[src/hdl/msx_host_pkg.sv]
// MSX host glue shared definitions
package msx_host_pkg;

   // ==================================================
   // Sizes and constants
   // ==================================================
   localparam int ADDR_W = 27;
   localparam int DATA_W = 8;
   localparam int TAG_DEPTH = 4;
   localparam logic [DATA_W-1:0] OPEN_BUS = 8'hFF;
   // Hold time of the SD activity LEDs, in clock cycles
   localparam int SD_IDLE_CYCLES = 1_000_000;

   // ==================================================
   // Request and response channels
   // ==================================================
   typedef struct packed {
      logic [ADDR_W-1:0] addr;
      logic [DATA_W-1:0] data;
      logic              rnw;
      // Access decodes to RAM
      logic              ram_cs;
   } cpu_req_t;

   // Loader traffic is write only
   typedef struct packed {
      logic [ADDR_W-1:0] addr;
      logic [DATA_W-1:0] data;
   } upload_req_t;

   typedef struct packed {
      logic [ADDR_W-1:0] addr;
      logic [DATA_W-1:0] data;
      logic              rnw;
   } mem_req_t;

   typedef struct packed {
      logic [DATA_W-1:0] data;
   } mem_rsp_t;

   typedef enum logic [1:0] {
      TAG_CPU_RD   = 2'd0,
      TAG_CPU_WR   = 2'd1,
      TAG_UPLOAD   = 2'd2,
      TAG_OPEN_BUS = 2'd3
   } tag_kind_t;

   typedef struct packed {
      mem_req_t  req;
      tag_kind_t kind;
   } tagged_req_t;

   // ==================================================
   // OSD status word and video settings
   // ==================================================
   // Bit positions follow the OSD menu layout, 42 bits
   typedef struct packed {
      logic        border;
      logic        rsvd_40;
      logic        sram_load;
      logic        sram_save;
      logic [15:0] rsvd_37_22;
      logic        reset_close;
      logic [7:0]  rsvd_20_13;
      logic        reset_after_mount;
      logic        rsvd_11;
      logic        reset_detach;
      logic [3:0]  rsvd_9_6;
      logic [2:0]  scale;
      logic [1:0]  aspect;
      logic        reset;
   } status_t;

   typedef struct packed {
      logic [1:0]  vga_sl;
      logic        scandoubler;
      logic        hq2x;
      logic [11:0] arx;
      logic [11:0] ary;
   } video_cfg_t;

endpackage
[src/hdl/msx_host_top.sv]
// MSX host glue top level
`timescale 1ns/1ps

module msx_host_top #(
   parameter int SD_IDLE_CYCLES = msx_host_pkg::SD_IDLE_CYCLES
) (
   input  logic                      clock_bus,
   input  logic                      rst_n,
   // Loader
   input  logic                      upload_active,
   input  msx_host_pkg::upload_req_t upload_req,
   input  logic                      upload_valid,
   output logic                      upload_ready,
   // CPU bus
   input  msx_host_pkg::cpu_req_t    cpu_req,
   input  logic                      cpu_valid,
   output logic                      cpu_ready,
   output msx_host_pkg::mem_rsp_t    cpu_rsp,
   output logic                      cpu_rsp_valid,
   input  logic                      cpu_rsp_ready,
   // SDRAM channel
   output msx_host_pkg::mem_req_t    mem_req,
   output logic                      mem_req_valid,
   input  logic                      mem_req_ready,
   input  msx_host_pkg::mem_rsp_t    mem_rsp,
   input  logic                      mem_rsp_valid,
   output logic                      mem_rsp_ready,
   // SD card
   input  logic                      img_mounted,
   input  logic                      img_size_nz,
   input  logic                      sd_mosi,
   input  logic                      sd_miso_int,
   input  logic                      sd_miso_ext,
   output logic                      sd_cs,
   output logic                      sd_sck_en,
   output logic                      led_user,
   output logic                      led_disk,
   // OSD control
   input  msx_host_pkg::status_t     status,
   input  logic                      host_reset,
   output logic                      hard_reset,
   output logic                      core_reset,
   output msx_host_pkg::video_cfg_t  video
);

   msx_host_pkg::tagged_req_t arb_req;
   msx_host_pkg::tagged_req_t slice_req;
   msx_host_pkg::tag_kind_t   arb_tag_kind;
   msx_host_pkg::tag_kind_t   push_kind;
   msx_host_pkg::mem_rsp_t    rt_rsp;
   logic arb_req_valid;
   logic arb_req_ready;
   logic arb_tag_push;
   logic arb_hold;
   logic tag_full;
   logic tag_push;
   logic rt_rsp_valid;
   logic rt_rsp_ready;

   // ==================================================
   // RAM request path
   // ==================================================
   assign mem_req = slice_req.req;
   // Tag enters the FIFO on the SDRAM transfer or as an open-bus push
   assign tag_push = (mem_req_valid && mem_req_ready) || arb_tag_push;
   assign push_kind = arb_tag_push ? arb_tag_kind : slice_req.kind;
   // Hold the arbiter while a RAM request is still ahead of SDRAM, keeping tag order
   assign arb_hold = tag_full || arb_req_valid || mem_req_valid;

   ram_req_arbiter u_arbiter (
      .clock_bus     (clock_bus),
      .rst_n         (rst_n),
      .upload_active (upload_active),
      .upload_req    (upload_req),
      .upload_valid  (upload_valid),
      .upload_ready  (upload_ready),
      .cpu_req       (cpu_req),
      .cpu_valid     (cpu_valid),
      .cpu_ready     (cpu_ready),
      .req           (arb_req),
      .req_valid     (arb_req_valid),
      .req_ready     (arb_req_ready),
      .tag_push      (arb_tag_push),
      .tag_kind      (arb_tag_kind),
      .tag_full      (arb_hold)
   );

   pipe_slice #(.payload_t(msx_host_pkg::tagged_req_t)) u_req_slice (
      .clock_bus (clock_bus),
      .rst_n     (rst_n),
      .in_data   (arb_req),
      .in_valid  (arb_req_valid),
      .in_ready  (arb_req_ready),
      .out_data  (slice_req),
      .out_valid (mem_req_valid),
      .out_ready (mem_req_ready)
   );

   ram_resp_router u_router (
      .clock_bus     (clock_bus),
      .rst_n         (rst_n),
      .tag_push      (tag_push),
      .tag_kind      (push_kind),
      .tag_full      (tag_full),
      .mem_rsp       (mem_rsp),
      .mem_rsp_valid (mem_rsp_valid),
      .mem_rsp_ready (mem_rsp_ready),
      .rsp           (rt_rsp),
      .rsp_valid     (rt_rsp_valid),
      .rsp_ready     (rt_rsp_ready)
   );

   pipe_slice #(.payload_t(msx_host_pkg::mem_rsp_t)) u_rsp_slice (
      .clock_bus (clock_bus),
      .rst_n     (rst_n),
      .in_data   (rt_rsp),
      .in_valid  (rt_rsp_valid),
      .in_ready  (rt_rsp_ready),
      .out_data  (cpu_rsp),
      .out_valid (cpu_rsp_valid),
      .out_ready (cpu_rsp_ready)
   );

   // ==================================================
   // Side blocks
   // ==================================================
   sd_activity #(.IDLE_CYCLES(SD_IDLE_CYCLES)) u_sd_activity (
      .clock_bus   (clock_bus),
      .rst_n       (rst_n),
      .img_mounted (img_mounted),
      .img_size_nz (img_size_nz),
      .sd_mosi     (sd_mosi),
      .sd_miso_int (sd_miso_int),
      .sd_miso_ext (sd_miso_ext),
      .sd_cs       (sd_cs),
      .sd_sck_en   (sd_sck_en),
      .led_user    (led_user),
      .led_disk    (led_disk)
   );

   core_control u_core_control (
      .clock_bus      (clock_bus),
      .rst_n          (rst_n),
      .status         (status),
      .host_reset     (host_reset),
      .img_mounted_sd (img_mounted),
      .hard_reset     (hard_reset),
      .core_reset     (core_reset),
      .video          (video)
   );

endmodule

[src/hdl/core_control.sv]
// Core reset and video settings decode
`timescale 1ns/1ps

module core_control (
   input  logic                     clock_bus,
   input  logic                     rst_n,
   input  msx_host_pkg::status_t    status,
   input  logic                     host_reset,
   input  logic                     img_mounted_sd,
   output logic                     hard_reset,
   output logic                     core_reset,
   output msx_host_pkg::video_cfg_t video
);

   msx_host_pkg::video_cfg_t video_next;
   logic [2:0] sl;
   logic       hard_next;

   assign hard_next = host_reset || status.reset;

   // ==================================================
   // Video decode
   // ==================================================
   always_comb begin
      sl = (status.scale != 3'd0) ? status.scale - 3'd1 : 3'd0;
      video_next.vga_sl = sl[1:0];
      video_next.scandoubler = (status.scale != 3'd0);
      video_next.hq2x = (status.scale == 3'd1);
      // Aspect 0 keeps the original 4:3 shape
      if (status.aspect == 2'd0) begin
         video_next.arx = 12'd4;
         video_next.ary = 12'd3;
      end else begin
         video_next.arx = {10'd0, status.aspect - 2'd1};
         video_next.ary = 12'd0;
      end
   end

   always_ff @(posedge clock_bus) begin
      if (!rst_n) begin
         hard_reset <= 1'b1;
         core_reset <= 1'b1;
         video <= '0;
      end else begin
         hard_reset <= hard_next;
         core_reset <= hard_next || status.reset_detach || status.reset_close
            || (status.reset_after_mount && img_mounted_sd);
         video <= video_next;
      end
   end

endmodule

[src/hdl/sd_activity.sv]
// SD card select and activity LEDs
`timescale 1ns/1ps

module sd_activity #(
   parameter int IDLE_CYCLES = msx_host_pkg::SD_IDLE_CYCLES
) (
   input  logic clock_bus,
   input  logic rst_n,
   input  logic img_mounted,
   input  logic img_size_nz,
   input  logic sd_mosi,
   input  logic sd_miso_int,
   input  logic sd_miso_ext,
   output logic sd_cs,
   output logic sd_sck_en,
   output logic led_user,
   output logic led_disk
);

   localparam int CNT_W = $clog2(IDLE_CYCLES + 1);
   localparam logic [CNT_W-1:0] IDLE_MAX = CNT_W'(IDLE_CYCLES);

   logic             vsd_sel;
   logic             miso;
   logic             old_mosi;
   logic             old_miso;
   logic [CNT_W-1:0] timeout;
   logic             active;

   // Virtual card answers on its own MISO
   assign miso = vsd_sel ? sd_miso_int : sd_miso_ext;
   assign active = (timeout < IDLE_MAX);

   // Physical card is deselected while the virtual one is in use
   assign sd_cs = vsd_sel;
   assign sd_sck_en = !vsd_sel;

   always_ff @(posedge clock_bus) begin
      if (!rst_n) begin
         vsd_sel <= 1'b0;
         old_mosi <= 1'b0;
         old_miso <= 1'b0;
         timeout <= IDLE_MAX;
         led_user <= 1'b0;
         led_disk <= 1'b0;
      end else begin
         if (img_mounted) begin
            vsd_sel <= img_size_nz;
         end
         old_mosi <= sd_mosi;
         old_miso <= miso;
         // Any line toggle restarts the hold window
         if ((old_mosi ^ sd_mosi) || (old_miso ^ miso)) begin
            timeout <= '0;
         end else if (active) begin
            timeout <= timeout + 1'b1;
         end
         led_user <= vsd_sel && active;
         led_disk <= !vsd_sel && active;
      end
   end

endmodule

[src/hdl/ram_resp_router.sv]
// In-order response router with tag FIFO
`timescale 1ns/1ps

module ram_resp_router (
   input  logic                    clock_bus,
   input  logic                    rst_n,
   input  logic                    tag_push,
   input  msx_host_pkg::tag_kind_t tag_kind,
   output logic                    tag_full,
   input  msx_host_pkg::mem_rsp_t  mem_rsp,
   input  logic                    mem_rsp_valid,
   output logic                    mem_rsp_ready,
   output msx_host_pkg::mem_rsp_t  rsp,
   output logic                    rsp_valid,
   input  logic                    rsp_ready
);

   localparam int PTR_W = $clog2(msx_host_pkg::TAG_DEPTH);

   msx_host_pkg::tag_kind_t tag_mem [msx_host_pkg::TAG_DEPTH];
   msx_host_pkg::tag_kind_t head;
   logic [PTR_W-1:0] wr_ptr;
   logic [PTR_W-1:0] rd_ptr;
   logic [PTR_W:0]   count;
   // Tags still waiting for an SDRAM reply
   logic [PTR_W:0]   sdram_cnt;
   logic             empty;
   logic             pop;

   assign empty = (count == '0);
   assign tag_full = (count == (PTR_W + 1)'(msx_host_pkg::TAG_DEPTH));
   assign head = tag_mem[rd_ptr];

   // ==================================================
   // Reply steering by head tag
   // ==================================================
   always_comb begin
      rsp.data = '0;
      rsp_valid = 1'b0;
      mem_rsp_ready = 1'b0;
      pop = 1'b0;
      if (!empty) begin
         case (head)
            msx_host_pkg::TAG_CPU_RD, msx_host_pkg::TAG_CPU_WR: begin
               if (head == msx_host_pkg::TAG_CPU_RD) begin
                  rsp.data = mem_rsp.data;
               end
               rsp_valid = mem_rsp_valid;
               mem_rsp_ready = rsp_ready;
               pop = mem_rsp_valid && rsp_ready;
            end
            // Loader writes are drained without a reply
            msx_host_pkg::TAG_UPLOAD: begin
               mem_rsp_ready = 1'b1;
               pop = mem_rsp_valid;
            end
            default: begin
               rsp.data = msx_host_pkg::OPEN_BUS;
               rsp_valid = 1'b1;
               pop = rsp_ready;
            end
         endcase
      end
   end

   always_ff @(posedge clock_bus) begin
      if (!rst_n) begin
         wr_ptr <= '0;
         rd_ptr <= '0;
         count <= '0;
         sdram_cnt <= '0;
      end else begin
         if (tag_push) begin
            wr_ptr <= wr_ptr + 1'b1;
         end
         if (pop) begin
            rd_ptr <= rd_ptr + 1'b1;
         end
         count <= count + (PTR_W + 1)'(tag_push) - (PTR_W + 1)'(pop);
         sdram_cnt <= sdram_cnt
            + (PTR_W + 1)'(tag_push && tag_kind != msx_host_pkg::TAG_OPEN_BUS)
            - (PTR_W + 1)'(pop && head != msx_host_pkg::TAG_OPEN_BUS);
      end
   end

   always_ff @(posedge clock_bus) begin
      if (tag_push) begin
         tag_mem[wr_ptr] <= tag_kind;
      end
   end

   a_no_orphan_rsp: assert property (@(posedge clock_bus) disable iff (!rst_n)
      mem_rsp_valid |-> sdram_cnt != '0);

endmodule

[src/hdl/ram_req_arbiter.sv]
// RAM request arbiter, upload versus CPU
`timescale 1ns/1ps

module ram_req_arbiter (
   input  logic                      clock_bus,
   input  logic                      rst_n,
   input  logic                      upload_active,
   input  msx_host_pkg::upload_req_t upload_req,
   input  logic                      upload_valid,
   output logic                      upload_ready,
   input  msx_host_pkg::cpu_req_t    cpu_req,
   input  logic                      cpu_valid,
   output logic                      cpu_ready,
   output msx_host_pkg::tagged_req_t req,
   output logic                      req_valid,
   input  logic                      req_ready,
   output logic                      tag_push,
   output msx_host_pkg::tag_kind_t   tag_kind,
   input  logic                      tag_full
);

   msx_host_pkg::tag_kind_t next_kind;
   logic can_accept;
   logic up_fire;
   logic cpu_fire;

   // One grant at a time, and never while a previous one is still moving
   assign can_accept = !tag_full && !req_valid && !tag_push && !upload_ready && !cpu_ready;
   assign up_fire = upload_valid && upload_ready;
   assign cpu_fire = cpu_valid && cpu_ready;

   always_comb begin
      if (upload_ready) begin
         next_kind = msx_host_pkg::TAG_UPLOAD;
      end else if (!cpu_req.ram_cs) begin
         next_kind = msx_host_pkg::TAG_OPEN_BUS;
      end else if (cpu_req.rnw) begin
         next_kind = msx_host_pkg::TAG_CPU_RD;
      end else begin
         next_kind = msx_host_pkg::TAG_CPU_WR;
      end
   end

   // ==================================================
   // Grant and issue control
   // ==================================================
   always_ff @(posedge clock_bus) begin
      if (!rst_n) begin
         upload_ready <= 1'b0;
         cpu_ready <= 1'b0;
         req_valid <= 1'b0;
         tag_push <= 1'b0;
      end else begin
         // Ready answers one cycle after valid is seen
         upload_ready <= upload_active && upload_valid && can_accept;
         cpu_ready <= !upload_active && cpu_valid && can_accept;
         // Non-RAM reads skip SDRAM and go straight to the tag FIFO
         tag_push <= cpu_fire && !cpu_req.ram_cs;
         if (up_fire || (cpu_fire && cpu_req.ram_cs)) begin
            req_valid <= 1'b1;
         end else if (req_ready) begin
            req_valid <= 1'b0;
         end
      end
   end

   always_ff @(posedge clock_bus) begin
      if (up_fire) begin
         req.req.addr <= upload_req.addr;
         req.req.data <= upload_req.data;
         req.req.rnw <= 1'b0;
      end else if (cpu_fire) begin
         req.req.addr <= cpu_req.addr;
         req.req.data <= cpu_req.data;
         req.req.rnw <= cpu_req.rnw;
      end
      if (up_fire || cpu_fire) begin
         req.kind <= next_kind;
         tag_kind <= next_kind;
      end
   end

   a_one_grant: assert property (@(posedge clock_bus) disable iff (!rst_n)
      !(upload_ready && cpu_ready));

endmodule

[src/hdl/pipe_slice.sv]
// Valid/ready register slice with skid entry
`timescale 1ns/1ps

module pipe_slice #(
   parameter type payload_t = logic [7:0]
) (
   input  logic     clock_bus,
   input  logic     rst_n,
   input  payload_t in_data,
   input  logic     in_valid,
   output logic     in_ready,
   output payload_t out_data,
   output logic     out_valid,
   input  logic     out_ready
);

   payload_t skid_data;
   logic     skid_valid;
   logic     in_fire;

   // Skid entry takes the beat that arrives while the output stalls
   assign in_ready = !skid_valid;
   assign in_fire = in_valid && in_ready;

   always_ff @(posedge clock_bus) begin
      if (!rst_n) begin
         out_valid <= 1'b0;
         skid_valid <= 1'b0;
      end else begin
         if (in_fire && out_valid && !out_ready) begin
            skid_valid <= 1'b1;
         end else if (out_ready) begin
            skid_valid <= 1'b0;
         end
         if (!out_valid || out_ready) begin
            out_valid <= skid_valid || in_fire;
         end
      end
   end

   always_ff @(posedge clock_bus) begin
      if (in_ready) begin
         skid_data <= in_data;
      end
      if (!out_valid || out_ready) begin
         out_data <= skid_valid ? skid_data : in_data;
      end
   end

   a_out_stable: assert property (@(posedge clock_bus) disable iff (!rst_n)
      out_valid && !out_ready |=> out_valid && $stable(out_data));

endmodule

[config.mk]
export PLATFORM = sky130hd
export DESIGN_NAME = msx_host_top
export DESIGN_NICKNAME = d
export VERILOG_FILES = /design/src/hdl/msx_host_pkg.sv /design/src/hdl/msx_host_top.sv /design/src/hdl/core_control.sv /design/src/hdl/sd_activity.sv /design/src/hdl/ram_resp_router.sv /design/src/hdl/ram_req_arbiter.sv /design/src/hdl/pipe_slice.sv
export SDC_FILE = /design/constraint.sdc
export NUM_CORES = 1
export LEC_CHECK = 0
export ABC_CLOCK_PERIOD_IN_PS = 7200
export BUFFER_PORTS_ARGS = -buffer_cell sky130_fd_sc_hd__buf_2
export CAP_MARGIN = 10
export CORE_MARGIN = 2
export CORE_UTILIZATION = 56
export DETAILED_ROUTE_END_ITERATION = 10
export HOLD_SLACK_MARGIN = 0.02
export PLACE_DENSITY = 0.87
export SYNTH_ARGS = -nofsm -noshare
export SYNTH_HDL_FRONTEND = slang
export SYNTH_HIERARCHICAL = 1
export SYNTH_SLANG_ARGS = --single-unit
[constraint.sdc]
create_clock -name clock_bus -period 7.2 [get_ports clock_bus]
set_clock_uncertainty 0.05 [all_clocks]
set_input_delay 0.36 -clock clock_bus [delete_from_list [all_inputs] [get_ports clock_bus]]
set_output_delay 0.36 -clock clock_bus [all_outputs]
set_load 0.01 [all_outputs]
==> out/results.ini <==
[run_status]
status=complete, no violations

[sta]
setup_violations=0
slew_headroom=0.3238
max_freq_mhz=349.5
setup_tns_ns=0
period_share=0.3973
fin_ws_ns=4.339
worst_slew_pin_slew_ns=1.014
grt_setup_unrepaired=false
min_period_ns=2.861
hold_viol=0
drv_slew=0

[yosys]
synth_most_common_cell=dfxtp_1
synth.distinct_cells=60
synth_simple_gate_area_share=0.1281
synth_area_leaders=edfxtp_1 (35%), dfxtp_1 (25%), mux2_4 (8.4%), nand3_1 (5.2%), buf_4 (2.3%)
syn_inst=632
syn_avg_cell_area_um2=12.42
yosysWarnings=6
async_flop_share=0
synth_area_mm2=0.007850
synth_compound_area_frac=0.06997
yosysSeqAreaShare=0.5980
synth-xor-area-share=0.02008
synth_top_cell_by_area=edfxtp_1
synth_common_cells=dfxtp_1 (98), edfxtp_1 (91), nand3_1 (82)
synth_top_family_by_area=simple AND/OR/NAND/NOR gates
ys_ff_latch=189
synthAdderAreaFrac=0.01849
synth_mux_area_frac=0.1033
dominantRegCellSynth=dfxtp_1
synth_edf_count=91
synth_top_area_frac=0.3481

[worst_setup_path]
r2r_cells=10
critical_path_arrival_ns=3.14
r2r-end=u_router/count[2]
criticalPathCategory=reg -> reg
cp-endpoint=u_router/count[2]
cp_max_fo=6
worst_setup_path_start_kind=register
critical_path_required_ns=7.47
r2r_setup_slack_ns=4.34
endpoint_kind=register

[die]
die_height_um=122.4
rows=43
die_x_um=122.4
core-area_mm2=0.01377
io_pins=219
start_util=0.5699
die_area_mm2=0.01498

[placement]
dp_cells=943
port_buffers=166
place_ws_ns=4.334
placed_cell_area_mm2=0.008600
dp_hpwl_um=9937
gp_congestion=0.7499

[final_layout]
drive_gt1_frac=0.3354
final_area_mm2=0.009171
nets=930
fin_cells=978
syn2layout_area_growth_pct=16.83

[grt]
grt_pass1_vias=4885
grt_pass1_wl_um=23600
grt_max_degree=41
grt_util_all_layers=0.2063
antenna_found_initial=2
grt.overflow.total=0

[clocking]
insertion_delay_ns=0.43
tritoncts=yes
cts-buffers-inserted=17
clock-sinks=189
cts.clk_slew.worst_paths_ns=0.06
htree_num_levels=4
cts_root_buf=clkbuf_16
cts_resized=0
cts_setup_buffers=0
cts_hold_buf=0
clockBufferDepth=2

[route]
final_antenna_net_count=0
drt_iter0_drc=307
detail_route.wirelength_um=15170
first_pass_iters=5
drt-vias-per-instance=5.353
drcViolationCount=0
wire_per_inst_um=15.51
num_vias=5235

[pwr]
ir_drop_mv=0.1912
leakagePower_nw=3.685
powerDensity_mw_per_mm2=277.0

[flow_run]
drv_cap=0

[worst_hold_path]
min_path_type=in -> reg

==> report_power, final <==
part	leakage, nW	switching [mW]	internal (mW)
logic	1.71	0.212	0.179
clock network	0.250	0.390	0.475
registers	1.73	0.0455	1.24
total	3.69	0.647	1.89
==> state kept, by name, indices dropped and copies added, names as in the netlist, 2 cells and up, named ones only <==
signal / cells
u_arbiter/tag_kind: 2
u_rsp_slice/out_data: 8
u_sd_activity/timeout: 20
u_req_slice/out_data: 38
u_router/count: 3
u_router/rd_ptr: 2
u_router/wr_ptr: 2
u_req_slice/skid_data: 38
u_router/tag_mem: 8
u_arbiter/req: 36
u_core_control/video: 7
u_rsp_slice/skid_data: 8
==> through the flow <==
| step | util | total power, mW | hold slack (ns) |
|---|---|---|---|
| 2_1_floorplan | - | 1.575 | 0.3719 |
| 3_3_place_gp | 0.6244 | 1.674 | 0.3986 |
| 3_5_place_dp | 0.6244 | 1.693 | 0.4042 |
| 4_1_cts | 0.6644 | 2.557 | 0.02586 |
| 5_1_grt | 0.6657 | 2.648 | 0.02949 |
| 6_report | 0.6659 | 2.540 | 0.04754 |
==> logic make-up after synthesis <==
kind of cell / count (synthesis)
compound gates: 90
xor+xnor: 18
fa+ha+maj: 11
buf+inv: 77
flops: 189
mux: 56
other cells: 1
simple gates: 190
==> placed cells by master (no fill, tap or decap), drive strengths merged, types with 4 or more instances in the layout <==
cell type,Yosys,final
or4,4,4
conb,1,19
o21ai,41,41
inv,20,21
nand3,83,83
xnor2,17,17
ha,10,10
and3,4,4
mux2i,6,6
clkinv,0,6
buf,45,171
dfxtp,98,98
clkbuf,12,18
nand2,30,30
mux2,48,48
a211oi,7,7
nand4,5,5
and2,13,13
a21oi,26,26
nor2,21,21
clkinvlp,0,6
nor3,6,6
nand2b,9,9
edfxtp,91,91
o31ai,4,4
==> metal layers <==
metal | up-vias | track usage | wire [um]
li1 | 2530 | - | -
met1 | 2500 | 0.2402 | 6280
met2 | 185 | 0.3611 | 7686
met3 | 20 | 0.06552 | 972
met4 | 0 | 0.06753 | 229
met5 | - | 0 | 0
==> how the worst min path moves through the flow <==
stage | start | endpoint | slack (ns) | cells past startpoint
after global routing | status[1] | u_core_control/video[12] | 0.03 | 2
after CTS | status[1] | u_core_control/video[12] | 0.03 | 2
after floorplan | rst_n | u_core_control/hard_reset | 0.37 | 1
final | status[1] | u_core_control/video[12] | 0.05 | 2
after global placement | u_arbiter/cpu_ready | u_arbiter/tag_push | 0.40 | 2
after detailed placement | u_rsp_slice/skid_data[1] | u_rsp_slice/skid_data[1] | 0.40 | 1
==> worst max-delay path, cell delays in order, from the launching register on <==
cell	delay, ns
dfxtp_1	0.37
mux4_2	0.61
a21oi_2	0.25
o32ai_4	0.13
ha_1	0.32
inv_1	0.04
ha_1	0.18
fa_1	0.38
xnor2_1	0.15
xnor2_1	0.12
and2_1	0.15
==> area by class of cell <==
type | count | area [um2]
inverters | 20 | 75.07
repair buffers | 171 | 875.8
diodes | 2 | 5.005
well taps | 180 | 225.2
flip-flops and latches | 189 | 4696
clock inverters | 14 | 122.6
clock buffers | 18 | 429.2
fillers | 984 | 4602
multi-input cells | 384 | 2743
No activity file was read; power rests on OpenSTA's default activity.
